==> src/hdl/uart_defs.svh <==
// sizing macros shared by the UART peripheral
// include wherever a width, tick count or FIFO size is needed
// baudDivisor is kept small so that simulation runs stay short

`ifndef UART_DEFS_SVH
`define UART_DEFS_SVH

////////////////////////////////////////
// serial frame
////////////////////////////////////////

`define dataBits 8		// bits per frame, LSB first
`define sbTick 16		// oversampling ticks in the stop period, one stop bit

////////////////////////////////////////
// FIFOs
////////////////////////////////////////

`define fifoDepth 16		// entries per FIFO
`define fifoCntrWidth 5		// occupancy counter, holds 0 to fifoDepth

////////////////////////////////////////
// baud rate
////////////////////////////////////////

// clk cycles per oversampling tick
// 16 ticks per bit so one bit is 64 clk at the default
`define baudDivisor 4

`endif

==> src/hdl/uartLinePkg.sv <==
// types for the serial line side of the UART
// engine state encodings and the status word read by UARTstat
// imported by the receiver, the transmitter and the peripheral top

package uartLinePkg;

	// receiver FSM
	typedef enum logic [1:0]
	{
		rxIdle     = 2'b00,		// waiting for a low rx
		rxStartBit = 2'b01,		// counting to mid start bit
		rxDataBit  = 2'b10,		// sampling data mid bit
		rxStopBit  = 2'b11		// waiting out the stop period
	} rxState_t;

	// transmitter FSM, mirrors the receiver
	typedef enum logic [1:0]
	{
		txIdle     = 2'b00,
		txStartBit = 2'b01,
		txDataBit  = 2'b10,
		txStopBit  = 2'b11
	} txState_t;

	// status byte, high bit first
	typedef struct packed
	{
		logic [2:0] spare;		// always zero
		logic rxOverrun;		// sticky, cleared by a status read
		logic txFull;
		logic txEmpty;
		logic rxFull;
		logic rxEmpty;
	} uartStatus_t;

endpackage

==> src/hdl/uartCmdPkg.sv <==
// types for the processor facing command port of the UART
// one command per strobe, mirroring UARTrd, UARTwr and UARTstat
// driven by the processor control unit or by a testbench

`include "uart_defs.svh"

package uartCmdPkg;

	// uart opcodes
	typedef enum logic [1:0]
	{
		opNone  = 2'b00,		// no access
		opRead  = 2'b01,		// UARTrd, pop receive FIFO
		opWrite = 2'b10,		// UARTwr, push transmit FIFO
		opStat  = 2'b11			// UARTstat, read and clear overrun
	} uartOp_t;

	// one command, qualified by cmdStrobe at the top
	typedef struct packed
	{
		uartOp_t op;
		logic [`dataBits-1:0] wrData;		// only meaningful for opWrite
	} uartCmd_t;

endpackage

==> src/hdl/baudGen.sv <==
// oversampling tick generator for both UART engines
// sTick is a one cycle pulse every divisor clk cycles
// change divisor here to retune the baud rate, the engines only count ticks

`timescale 1ns/1ps
`include "uart_defs.svh"

module baudGen
#(
	parameter int divisor = `baudDivisor
)
(
	input logic clk,
	input logic reset,
	output logic sTick
);

	localparam int cntW = (divisor > 1) ? $clog2(divisor) : 1;

	logic [cntW-1:0] cntReg;		// free running divide counter

	always_ff @(posedge clk or posedge reset)
	begin
		if (reset)
			cntReg <= '0;
		else if (cntReg == cntW'(divisor - 1))
			cntReg <= '0;		// wrap
		else
			cntReg <= cntReg + 1'b1;
	end

	// pulse on the wrap count
	assign sTick = (cntReg == cntW'(divisor - 1));

endmodule

==> src/hdl/uartRec.sv <==
// 16x oversampling UART receiver, 8N1 LSB first
// leaves idle on the first low rx, samples each data bit mid bit
// rxDoneTick pulses for one cycle once the stop period has been counted
// dOut holds the last frame until the next one starts shifting in
// no stop bit level check, no start bit recheck

`timescale 1ns/1ps
`include "uart_defs.svh"

module uartRec import uartLinePkg::*;
#(
	parameter int dataBits = `dataBits,
	parameter int sbTick = `sbTick
)
(
	input logic clk,
	input logic reset,
	input logic sTick,
	input logic rx,
	output logic rxDoneTick,
	output logic [dataBits-1:0] dOut
);

	localparam int sW = ($clog2(sbTick) > 4) ? $clog2(sbTick) : 4;
	localparam int nW = (dataBits > 1) ? $clog2(dataBits) : 1;

	rxState_t stateReg, stateNext;
	logic [sW-1:0] sReg, sNext;		// tick counter within a bit
	logic [nW-1:0] nReg, nNext;		// data bit counter
	logic [dataBits-1:0] bReg;		// shift register
	logic shift;		// take one sample this cycle
	logic doneNext;

	always_ff @(posedge clk or posedge reset)
	begin
		if (reset)
		begin
			stateReg <= rxIdle;
			sReg <= '0;
			nReg <= '0;
			rxDoneTick <= 1'b0;
		end
		else
		begin
			stateReg <= stateNext;
			sReg <= sNext;
			nReg <= nNext;
			rxDoneTick <= doneNext;		// one cycle after the last stop tick
		end
	end

	// data shifts in from the top, ends LSB aligned
	always_ff @(posedge clk)
	begin
		if (shift)
			bReg <= {rx, bReg[dataBits-1:1]};
	end

	////////////////////////////////////////
	// next state
	////////////////////////////////////////

	always_comb
	begin
		stateNext = stateReg;
		sNext = sReg;
		nNext = nReg;
		shift = 1'b0;
		doneNext = 1'b0;
		case (stateReg)
			rxIdle:
				if (!rx)
				begin
					stateNext = rxStartBit;		// falling edge seen
					sNext = '0;
				end
			rxStartBit:
				if (sTick)
				begin
					if (sReg == sW'(7))
					begin
						stateNext = rxDataBit;		// mid start bit
						sNext = '0;
						nNext = '0;
					end
					else
						sNext = sReg + 1'b1;
				end
			rxDataBit:
				if (sTick)
				begin
					if (sReg == sW'(15))
					begin
						sNext = '0;
						shift = 1'b1;		// mid data bit
						if (nReg == nW'(dataBits - 1))
							stateNext = rxStopBit;
						else
							nNext = nReg + 1'b1;
					end
					else
						sNext = sReg + 1'b1;
				end
			rxStopBit:
				if (sTick)
				begin
					if (sReg == sW'(sbTick - 1))
					begin
						stateNext = rxIdle;
						doneNext = 1'b1;
					end
					else
						sNext = sReg + 1'b1;
				end
			default:
				stateNext = rxIdle;
		endcase
	end

	assign dOut = bReg;

	// done only follows the last stop tick, and never back to back
	doneAfterStop: assert property (@(posedge clk) disable iff (reset)
		rxDoneTick |-> $past(stateReg == rxStopBit && sTick));
	doneSingle: assert property (@(posedge clk) disable iff (reset)
		rxDoneTick |=> !rxDoneTick);

endmodule

==> src/hdl/uartTrans.sv <==
// UART transmitter, 8N1 LSB first, counted in oversampling ticks
// txStart latches din, the start bit goes out on the next cycle
// each bit lasts 16 sTicks, the stop period lasts sbTick
// txDoneTick pulses once the stop period is over, busy is high outside idle

`timescale 1ns/1ps
`include "uart_defs.svh"

module uartTrans import uartLinePkg::*;
#(
	parameter int dataBits = `dataBits,
	parameter int sbTick = `sbTick
)
(
	input logic clk,
	input logic reset,
	input logic sTick,
	input logic txStart,
	input logic [dataBits-1:0] din,
	output logic tx,
	output logic txDoneTick,
	output logic busy
);

	localparam int sW = ($clog2(sbTick) > 4) ? $clog2(sbTick) : 4;
	localparam int nW = (dataBits > 1) ? $clog2(dataBits) : 1;

	txState_t stateReg, stateNext;
	logic [sW-1:0] sReg, sNext;		// ticks within a bit
	logic [nW-1:0] nReg, nNext;		// bits sent
	logic [dataBits-1:0] bReg;		// outgoing byte, bit 0 is on the line
	logic txReg, txNext;		// registered line, no glitches
	logic load, shift, doneNext;

	always_ff @(posedge clk or posedge reset)
	begin
		if (reset)
		begin
			stateReg <= txIdle;
			sReg <= '0;
			nReg <= '0;
			txReg <= 1'b1;		// line idles high
			txDoneTick <= 1'b0;
		end
		else
		begin
			stateReg <= stateNext;
			sReg <= sNext;
			nReg <= nNext;
			txReg <= txNext;
			txDoneTick <= doneNext;
		end
	end

	always_ff @(posedge clk)
	begin
		if (load)
			bReg <= din;
		else if (shift)
			bReg <= bReg >> 1;
	end

	////////////////////////////////////////
	// next state and line level
	////////////////////////////////////////

	always_comb
	begin
		stateNext = stateReg;
		sNext = sReg;
		nNext = nReg;
		txNext = txReg;
		load = 1'b0;
		shift = 1'b0;
		doneNext = 1'b0;
		case (stateReg)
			txIdle:
			begin
				txNext = 1'b1;
				if (txStart)
				begin
					stateNext = txStartBit;
					sNext = '0;
					txNext = 1'b0;		// start bit next cycle
					load = 1'b1;
				end
			end
			txStartBit:
				if (sTick)
				begin
					if (sReg == sW'(15))
					begin
						stateNext = txDataBit;
						sNext = '0;
						nNext = '0;
						txNext = bReg[0];		// LSB first
					end
					else
						sNext = sReg + 1'b1;
				end
			txDataBit:
				if (sTick)
				begin
					if (sReg == sW'(15))
					begin
						sNext = '0;
						shift = 1'b1;
						if (nReg == nW'(dataBits - 1))
						begin
							stateNext = txStopBit;
							txNext = 1'b1;		// stop level
						end
						else
						begin
							nNext = nReg + 1'b1;
							txNext = bReg[1];		// bit after the shift
						end
					end
					else
						sNext = sReg + 1'b1;
				end
			txStopBit:
				if (sTick)
				begin
					if (sReg == sW'(sbTick - 1))
					begin
						stateNext = txIdle;
						doneNext = 1'b1;
					end
					else
						sNext = sReg + 1'b1;
				end
			default:
				stateNext = txIdle;
		endcase
	end

	assign tx = txReg;
	assign busy = (stateReg != txIdle);

	idleLineHigh: assert property (@(posedge clk) disable iff (reset)
		(stateReg == txIdle) |-> tx);

endmodule

==> src/hdl/uartFifo.sv <==
// first word fall through FIFO between a UART engine and the command port
// rdData always shows the head entry, rd pops it
// a write when full and a read when empty are dropped
// read and write together while full is legal, count stays put

`timescale 1ns/1ps
`include "uart_defs.svh"

module uartFifo
#(
	parameter int depth = `fifoDepth
)
(
	input logic clk,
	input logic reset,
	input logic wr,
	input logic rd,
	input logic [`dataBits-1:0] wrData,
	output logic [`dataBits-1:0] rdData,
	output logic empty,
	output logic full
);

	localparam int ptrW = (depth > 1) ? $clog2(depth) : 1;

	logic [`dataBits-1:0] mem [depth];
	logic [ptrW-1:0] wrPtr, rdPtr;
	logic [`fifoCntrWidth-1:0] count;		// occupancy, 0 to depth
	logic doWr, doRd;

	assign doRd = rd && !empty;
	assign doWr = wr && (!full || rd);		// full slot frees up on the same edge

	always_ff @(posedge clk or posedge reset)
	begin
		if (reset)
		begin
			wrPtr <= '0;
			rdPtr <= '0;
			count <= '0;
		end
		else
		begin
			if (doWr)
				wrPtr <= (wrPtr == ptrW'(depth - 1)) ? '0 : wrPtr + 1'b1;
			if (doRd)
				rdPtr <= (rdPtr == ptrW'(depth - 1)) ? '0 : rdPtr + 1'b1;
			if (doWr && !doRd)
				count <= count + 1'b1;
			else if (doRd && !doWr)
				count <= count - 1'b1;
		end
	end

	// storage
	always_ff @(posedge clk)
	begin
		if (doWr)
			mem[wrPtr] <= wrData;
	end

	assign rdData = mem[rdPtr];		// head, stale when empty
	assign empty = (count == '0);
	assign full = (count == `fifoCntrWidth'(depth));

	countBound: assert property (@(posedge clk) disable iff (reset)
		count <= `fifoCntrWidth'(depth));

endmodule

==> src/hdl/uartPeripheral.sv <==
// UART peripheral of the instruction list processor
// serves UARTrd, UARTwr and UARTstat through cmd and cmdStrobe
// rdData answers combinationally in the strobe cycle
// receive path rx to rxFifo, transmit path txFifo to tx
// rxOverrun is sticky until the next status read

`timescale 1ns/1ps
`include "uart_defs.svh"

module uartPeripheral import uartLinePkg::*, uartCmdPkg::*;
(
	input logic clk,
	input logic reset,
	input logic cmdStrobe,
	input logic rx,
	input uartCmd_t cmd,
	output logic [`dataBits-1:0] rdData,
	output logic tx
);

	logic sTick;
	logic rxDoneTick, rxEmpty, rxFull, rxPop;
	logic [`dataBits-1:0] rxByte, rxHead;
	logic txStart, txBusy, txEmpty, txFull, txPush;
	logic [`dataBits-1:0] txHead;
	logic rxOverrun;
	uartStatus_t status;

	////////////////////////////////////////
	// command decode
	////////////////////////////////////////

	assign rxPop = cmdStrobe && (cmd.op == opRead);
	assign txPush = cmdStrobe && (cmd.op == opWrite);

	always_comb
	begin
		case (cmd.op)
			opRead: rdData = rxHead;		// head before the pop
			opStat: rdData = status;
			default: rdData = '0;
		endcase
	end

	// sticky overrun where a lost byte wins over a clear in the same cycle
	always_ff @(posedge clk or posedge reset)
	begin
		if (reset)
			rxOverrun <= 1'b0;
		else if (rxDoneTick && rxFull)
			rxOverrun <= 1'b1;
		else if (cmdStrobe && (cmd.op == opStat))
			rxOverrun <= 1'b0;
	end

	assign status = '{spare: 3'b000, rxOverrun: rxOverrun, txFull: txFull,
		txEmpty: txEmpty, rxFull: rxFull, rxEmpty: rxEmpty};

	// start a frame as soon as a byte waits and the line is free
	assign txStart = !txEmpty && !txBusy;

	////////////////////////////////////////
	// blocks
	////////////////////////////////////////

	baudGen baudGen0 (.clk, .reset, .sTick);

	uartRec uartRec0 (.clk, .reset, .sTick, .rx, .rxDoneTick, .dOut(rxByte));

	uartFifo rxFifo (.clk, .reset, .wr(rxDoneTick), .rd(rxPop), .wrData(rxByte),
		.rdData(rxHead), .empty(rxEmpty), .full(rxFull));

	uartFifo txFifo (.clk, .reset, .wr(txPush), .rd(txStart), .wrData(cmd.wrData),
		.rdData(txHead), .empty(txEmpty), .full(txFull));

	uartTrans uartTrans0 (.clk, .reset, .sTick, .txStart, .din(txHead), .tx,
		.txDoneTick(), .busy(txBusy));

endmodule

==> config.mk <==
export PLATFORM = sky130hd
export DESIGN_NAME = uartPeripheral
export DESIGN_NICKNAME = d
export VERILOG_FILES = /design/src/hdl/uartLinePkg.sv /design/src/hdl/uartCmdPkg.sv /design/src/hdl/baudGen.sv /design/src/hdl/uartRec.sv /design/src/hdl/uartTrans.sv /design/src/hdl/uartFifo.sv /design/src/hdl/uartPeripheral.sv
export VERILOG_INCLUDE_DIRS = /design/src /design/src/hdl
export SDC_FILE = /design/constraint.sdc
export NUM_CORES = 1
export LEC_CHECK = 0
export ABC_AREA = 1
export BUFFER_PORTS_ARGS = -buffer_cell sky130_fd_sc_hd__buf_2
export CAP_MARGIN = 20
export CORE_MARGIN = 10
export CORE_UTILIZATION = 45
export DETAILED_ROUTE_END_ITERATION = 10
export REMOVE_ABC_BUFFERS = 1
export SYNTH_ARGS = -nofsm -noshare
export SYNTH_HDL_FRONTEND = slang
export SYNTH_SLANG_ARGS = --single-unit
export TNS_END_PERCENT = 100
==> constraint.sdc <==
create_clock -name clk -period 3.4 [get_ports clk]
set_input_delay 0.17 -clock clk [delete_from_list [all_inputs] [get_ports clk]]
set_output_delay 0.17 -clock clk [all_outputs]
set_load 0.01 [all_outputs]
### Word-level counts from Yosys, hierarchy flattened

Memory sizes are Yosys's and may differ from the RTL's.
Index checks and enable logic that the tools add are counted.

| word-level totals | value |
|---|---|
| memories kept | 2 |
| memory bits (writable) | 256 |
| bits of input ports | 14 |
| register bits | 65 |
| word-level logic and storage cells | 197 |
| output and inout bits | 9 |

Memory list:

| memory | depth | width | read ports | clocked after Yosys merged registers in | wr ports | line | RTL |
|---|---|---|---|---|---|---|---|
| rxFifo.mem | 16 | 8 | 1 | 0 | 1 | uartFifo.sv:26 | `` logic [`dataBits-1:0] mem [depth]; `` |
| txFifo.mem | 16 | 8 | 1 | 0 | 1 | uartFifo.sv:26 |  |

| cells by class | value |
|---|---|
| muxes and demuxes | 78 |
| reductions and logical operators | 44 |
| equality and inequality tests | 42 |
| add/sub/neg operators | 13 |

Operators by type and width:

| cell | count |
|---|---|
| two-way mux 4 bit | 16 |
| two-way mux 2 bit | 17 |
| two-way mux 3 bit | 10 |
| adder 4 x 1 -> 4 bit, second input constant | 6 |
| equality test 4 bit, second input constant | 6 |
| inequality test 2 bit, second input constant | 12 |
| two-way mux 1 bit | 21 |
| two-way mux 5 bit | 4 |
| inequality test 2 x 1 -> 1 bit, second input constant | 9 |
| two-way mux 8 bit | 2 |
| case mux 2 bit (4 select lines) | 2 |
| case mux 4 bit (4 select lines) | 1 |
| case mux 8 bit (2 select lines) | 1 |
| AND reduction 8 bit | 2 |
| equality test 2 bit, second input constant | 7 |
| nonzero test 2 bit | 7 |
| logical AND 1 bit | 13 |
| case mux 3 bit (2 select lines) | 2 |
| case mux 4 bit (3 select lines) | 1 |
| AND reduction 6 bit | 2 |
| adder 5 x 1 -> 5 bit, second input constant | 2 |
| equality test 5 bit, second input constant | 2 |
| zero test 5 bit | 2 |
| AND reduction 5 bit | 2 |
| 13 further kinds | 28 |

### Longest topological paths before layout

| depth | value |
|---|---|
| word-level depth | 9 |
| depth in mapped cells | 14 |
| mapped depth without buffers | 14 |

### Modules after synthesis

Synthesis repeated with hierarchy kept, for this count alone.

| unflattened totals | value |
|---|---|
| cell total of the unflattened synthesis | 1,617 |
| area total of the unflattened synthesis | 15,245.9 um2 |

Modules (own cells, without submodules):

| module | times used | area an instance (um2) | sequential area each (um2) | cells each |
|---|---|---|---|---|
| uartFifo | 2 | 6,491.2 | 4,169.0 | 677 |
| uartTrans | 1 | 1,088.5 | 516.7 | 121 |
| uartRec | 1 | 935.9 | 490.5 | 100 |
| uartPeripheral | 1 | 168.9 | 25.0 | 37 |
| baudGen | 1 | 70.1 | 50.0 | 5 |

### Worst setup path before layout

No wires, ideal clock.

| path | value |
|---|---|
| path kind | register to register |
| from | register uartTrans0.stateReg[0] |
| to | register txFifo.count[4] |
| arrival | 2,231 ps |
| cell stages (with the launch flop) | 15 |
| buffers on the path | 1 |
| required time | 3,279 ps |
| clock period less this slack | 2,352 ps |
| library setup time | 121 ps |
| setup slack | 1,048 ps |
| cells stage by stage | dfrtp_1 -> inv_1 -> ha_1 -> inv_1 -> a21oi_1 -> buf_2 -> ha_1 -> inv_1 -> fa_1 -> nand3_1 -> nand2_1 -> a21oi_1 -> o21ai_0 -> nand2_1 -> nand2_1 |

| on the way | value |
|---|---|
| cells in the longest elaborated chain, start to end | 8 |
| elaborated cells on any way between the ends | 12 |
| those cells by class | mux (1); reduce/logical (11) |

Ends and longest elaborated chain:

| what | line | RTL |
|---|---|---|
| start, declared | uartTrans.sv:28 | `txState_t stateReg, stateNext;` |
| start signal, assigned | uartTrans.sv:39 | `stateReg <= txIdle;` |
| start signal, assigned | uartTrans.sv:47 | `stateReg <= stateNext;` |
| nonzero test 2 bit * | uartTrans.sv:139 | `assign busy = (stateReg != txIdle);` |
| zero test 1 bit * | uartPeripheral.sv:60 | `assign txStart = !txEmpty && !txBusy;` |
| logical AND 1 bit * | uartPeripheral.sv:60 |  |
| logical OR 1 bit * | uartFifo.sv:32 | `assign doWr = wr && (!full \|\| rd);` |
| logical AND 1 bit * | uartFifo.sv:32 |  |
| net txFifo.doWr | uartFifo.sv:29 | `logic doWr, doRd;` |
| zero test 1 bit | uartFifo.sv:50 | `else if (doRd && !doWr)` |
| logical AND 1 bit | uartFifo.sv:50 |  |
| nonzero test 2 bit (no source line) | -- |  |
| end signal, assigned | uartFifo.sv:49 | `count <= count + 1'b1;` |
| end signal, assigned | uartFifo.sv:51 | `count <= count - 1'b1;` |
| end, declared | uartFifo.sv:28 | `` logic [`fifoCntrWidth-1:0] count; `` |

Mark *: on every way through the listed nets, which the timed path passes. The rest lies on a longest branch.
A chain may end at the register's enable or synchronous reset.

### Worst setup path in the final report

| path | value |
|---|---|
| from | register rxFifo.rdPtr[0] |
| to | output rdData[0] |

| on the way | value |
|---|---|
| cells in the longest elaborated chain, start to end | 2 |

Ends and longest elaborated chain:

| what | line | RTL |
|---|---|---|
| start, declared | uartFifo.sv:27 | `logic [ptrW-1:0] wrPtr, rdPtr;` |
| start signal, assigned | uartFifo.sv:47 | `rdPtr <= (rdPtr == ptrW'(depth - 1)) ? '0 : rdPtr + 1'b1;` |
| memory read (16 x 8 bit) | -- |  |
| case mux 8 bit (2 select lines) | uartPeripheral.sv:38 | `case (cmd.op)` |
| end, declared | uartPeripheral.sv:17 | `` output logic [`dataBits-1:0] rdData, `` |

No other way between the ends.

==> metrics <==
synth-to-layout area growth=10.6%; FFs w/ async S/R, synth=15.3%; dpl hpwl=20000 um; routability cong.=0.822; Hold WS=65.5 ps; drc violations=0; min-delay worst type=primary input to flip-flop; num ports=23; fin area=0.0163 mm^2; Arrival @ worst endpoint=2550 ps; Worst Tran Pin Value=839 ps; routed length per instance=15.9 um; fin cells=1979; Gate Count Post-Synth=1489; Placement Cell Area=0.0152 mm^2; max-capacitance violation count=0; worst-skew pair later-pin latency=530 ps; Setup Viol. Count Final=0; top cells by area, synth=edfxtp_1 56%, nand2_1 12%, dfrtp_1 8.2%, nand3_1 6.2%, inv_1 5.7%; delay-heaviest family, CP=buffers and inverters; Top FF cell, synth=edfxtp_1; Critical Path Max Stage Delay=560 ps; final WL=31500 um; CTS Buffer Depth=3; CTS tree=built; final count of pins violating max slew=0; most used cell along the critical path=nand2_1; Buf/Inv on CP=3; kind of critical path=flip-flop to output pin; Via density=4.92; Pre-Repair DR Iteration Count=6; number of diodes=0; Total Neg Setup Slack=0 ps; FF-to-FF End=txFifo.count[4]; CP max-delay cell=buf_4; largest net degree at the start of global routing=70; Max Freq=368 MHz; Clk pin slew, worst setup/hold paths=60 ps; CTS buffer count=35; antenna violations before repair=0; WHS Path Cells=1; Die H=201 um; Worst R2R Path Depth=14; antenna viol nets, final=0; relative slew slack=43.9%; crit-path cells=buf_4 > nand2_1 > nand3_1 > nand2_1 > nand2_1 > nand2_1 > inv_1 > nand2_1 > nand2_1 > nand2_1 > buf_2; CTS Root Buffer Type=clkbuf_16; Final Cycle Share=80.0%; Post-synth top cells=477 x nand2_1, 272 x edfxtp_1, 224 x inv_1; Power Dens Cells=643 mW/mm^2; htree depth=2; peak supply drop=0.000414 V; Worst Hold End=txFifo.mem[9][2]; critical path fanouts, max=56; Initial Util=45.4%; Pleak=0.00708 uW; cell with the most instances after synthesis=nand2_1; Placeable Area=0.0324 mm^2; Tmin final=2720 ps; total number of vias=9728; kind of start point of the critical path=flip-flop; layout cells sized above 1=6.44%; RSZ-0062 raised after global routing=no; Die Span X=201 um; Post-synth EDFFs=272; final hold vios=0; R2R Setup Slk=760 ps; first-pass GRT wire length=50200 um; grt total ovfl=0; Iteration-0 DRC Markers=552; synth warn=0; status=complete, no violations; Final Util=50.2%; Avg Cell Area, Syn=9.87 um^2; Cell Area, Synth=0.0147 mm^2; Global Route Usage Sum=15.4%; cell taking the most area after synthesis=edfxtp_1; placed cells=1913; worst r2r src=txFifo.count[0]; IO buf count=22; Die ar.=0.0403 mm^2; top-area cell type share of the netlist area=55.6%; post-synthesis sequential area ratio=63.9%; vias in the first global route=9557; CTS sink count=321; clk_skew=34.3 ps; #FFs+latches synth=321; Netlist cell types=36; HP Start=cmd[2]; Post-layout nets=1562; CP endpoint kind=output pin; num rows=66; Critical Path RT=3230 ps
timing repair:
action	4_1_cts	5_1_grt
endpoints found under the hold margin	24	0
hold buffers	3	0
buffers inserted	0	0
gates resized for setup	0	0
power by group:
part / switching [uW] / internal [uW]
sequential: 132 / 4490
combinational: 1620 / 705
clock: 1500 / 2000
total: 3250 / 7200
cell type report:
cell class,instances,area (um^2)
fillers,2985,16100
inverters,235,882
clock inverters,11,90.1
repair buffers,38,250
clock buffers,52,971
flip-flops and latches,321,9400
multi-input cells,880,4110
well taps,442,553
flip-flops by register name, indices dropped and copies added, names as in the netlist, 4 cells and up:
| register | count |
|---|---|
| rxFifo.mem | 128 |
| txFifo.mem | 128 |
| uartRec0.dOut | 8 |
| uartTrans0.bReg | 8 |
| rxFifo.count | 5 |
| txFifo.count | 5 |
| rxFifo.rdPtr | 4 |
| rxFifo.wrPtr | 4 |
| txFifo.rdPtr | 4 |
| txFifo.wrPtr | 4 |
| uartRec0.sReg | 4 |
| uartTrans0.sReg | 4 |
through the flow:
stage	setup WS, ps	power, uW
after floorplan	586	6250
after global placement	911	6980
after detailed placement	808	7020
after CTS	671	10500
after global routing	514	11000
final	682	10400
layout by cell type, fill, tap and decap left out, types with 7 or more instances in the layout:
| cell | count |
|---|---|
| o21ai_0 | 31 |
| xor2_1 | 9 |
| o21ai_1 | 16 |
| dfrtp_1 | 46 |
| inv_2 | 9 |
| clkbuf_16 | 36 |
| a21oi_1 | 18 |
| clkinv_1 | 7 |
| nand3_1 | 183 |
| nand2_1 | 477 |
| clkbuf_1 | 15 |
| nor2_1 | 79 |
| ha_1 | 35 |
| inv_1 | 223 |
| buf_4 | 12 |
| edfxtp_1 | 272 |
| buf_2 | 22 |
worst max-delay path by stage:
stage                    startpoint                 end  slack, ps  depth (start not counted)
floorplan           txFifo.rdPtr[0]  uartTrans0.bReg[7]        590                          7
global placement    txFifo.count[0]     txFifo.count[4]        910                         14
detailed placement  txFifo.count[0]     txFifo.count[4]        810                         14
CTS                 rxFifo.rdPtr[0]           rdData[0]        670                         11
global route        rxFifo.rdPtr[0]           rdData[6]        510                         10
finish              rxFifo.rdPtr[0]           rdData[0]        680                         11
layer usage:
metal / GRT usage [%] / part of all wire, % / vias to the layer above
met5: 0 / 0 / -
met3: 2.29 / 4.1 / 52
li1: - / - / 4857
met4: 4.41 / 2.3 / 0
met1: 19.7 / 45 / 4639
met2: 26.5 / 49 / 180
logic make-up (layout without fill, tap and decap cells):
kind of cell | count (synthesis) | count (layout) | synth area share, %
fa+ha+maj | 37 | 37 | 3.25
flops | 321 | 321 | 63.9
compound gates | 78 | 78 | 2.91
xor+xnor | 11 | 11 | 0.656
buf+inv | 288 | 336 | 8.09
simple gates | 754 | 754 | 21.2
No activity file was read; power rests on OpenSTA's default activity.
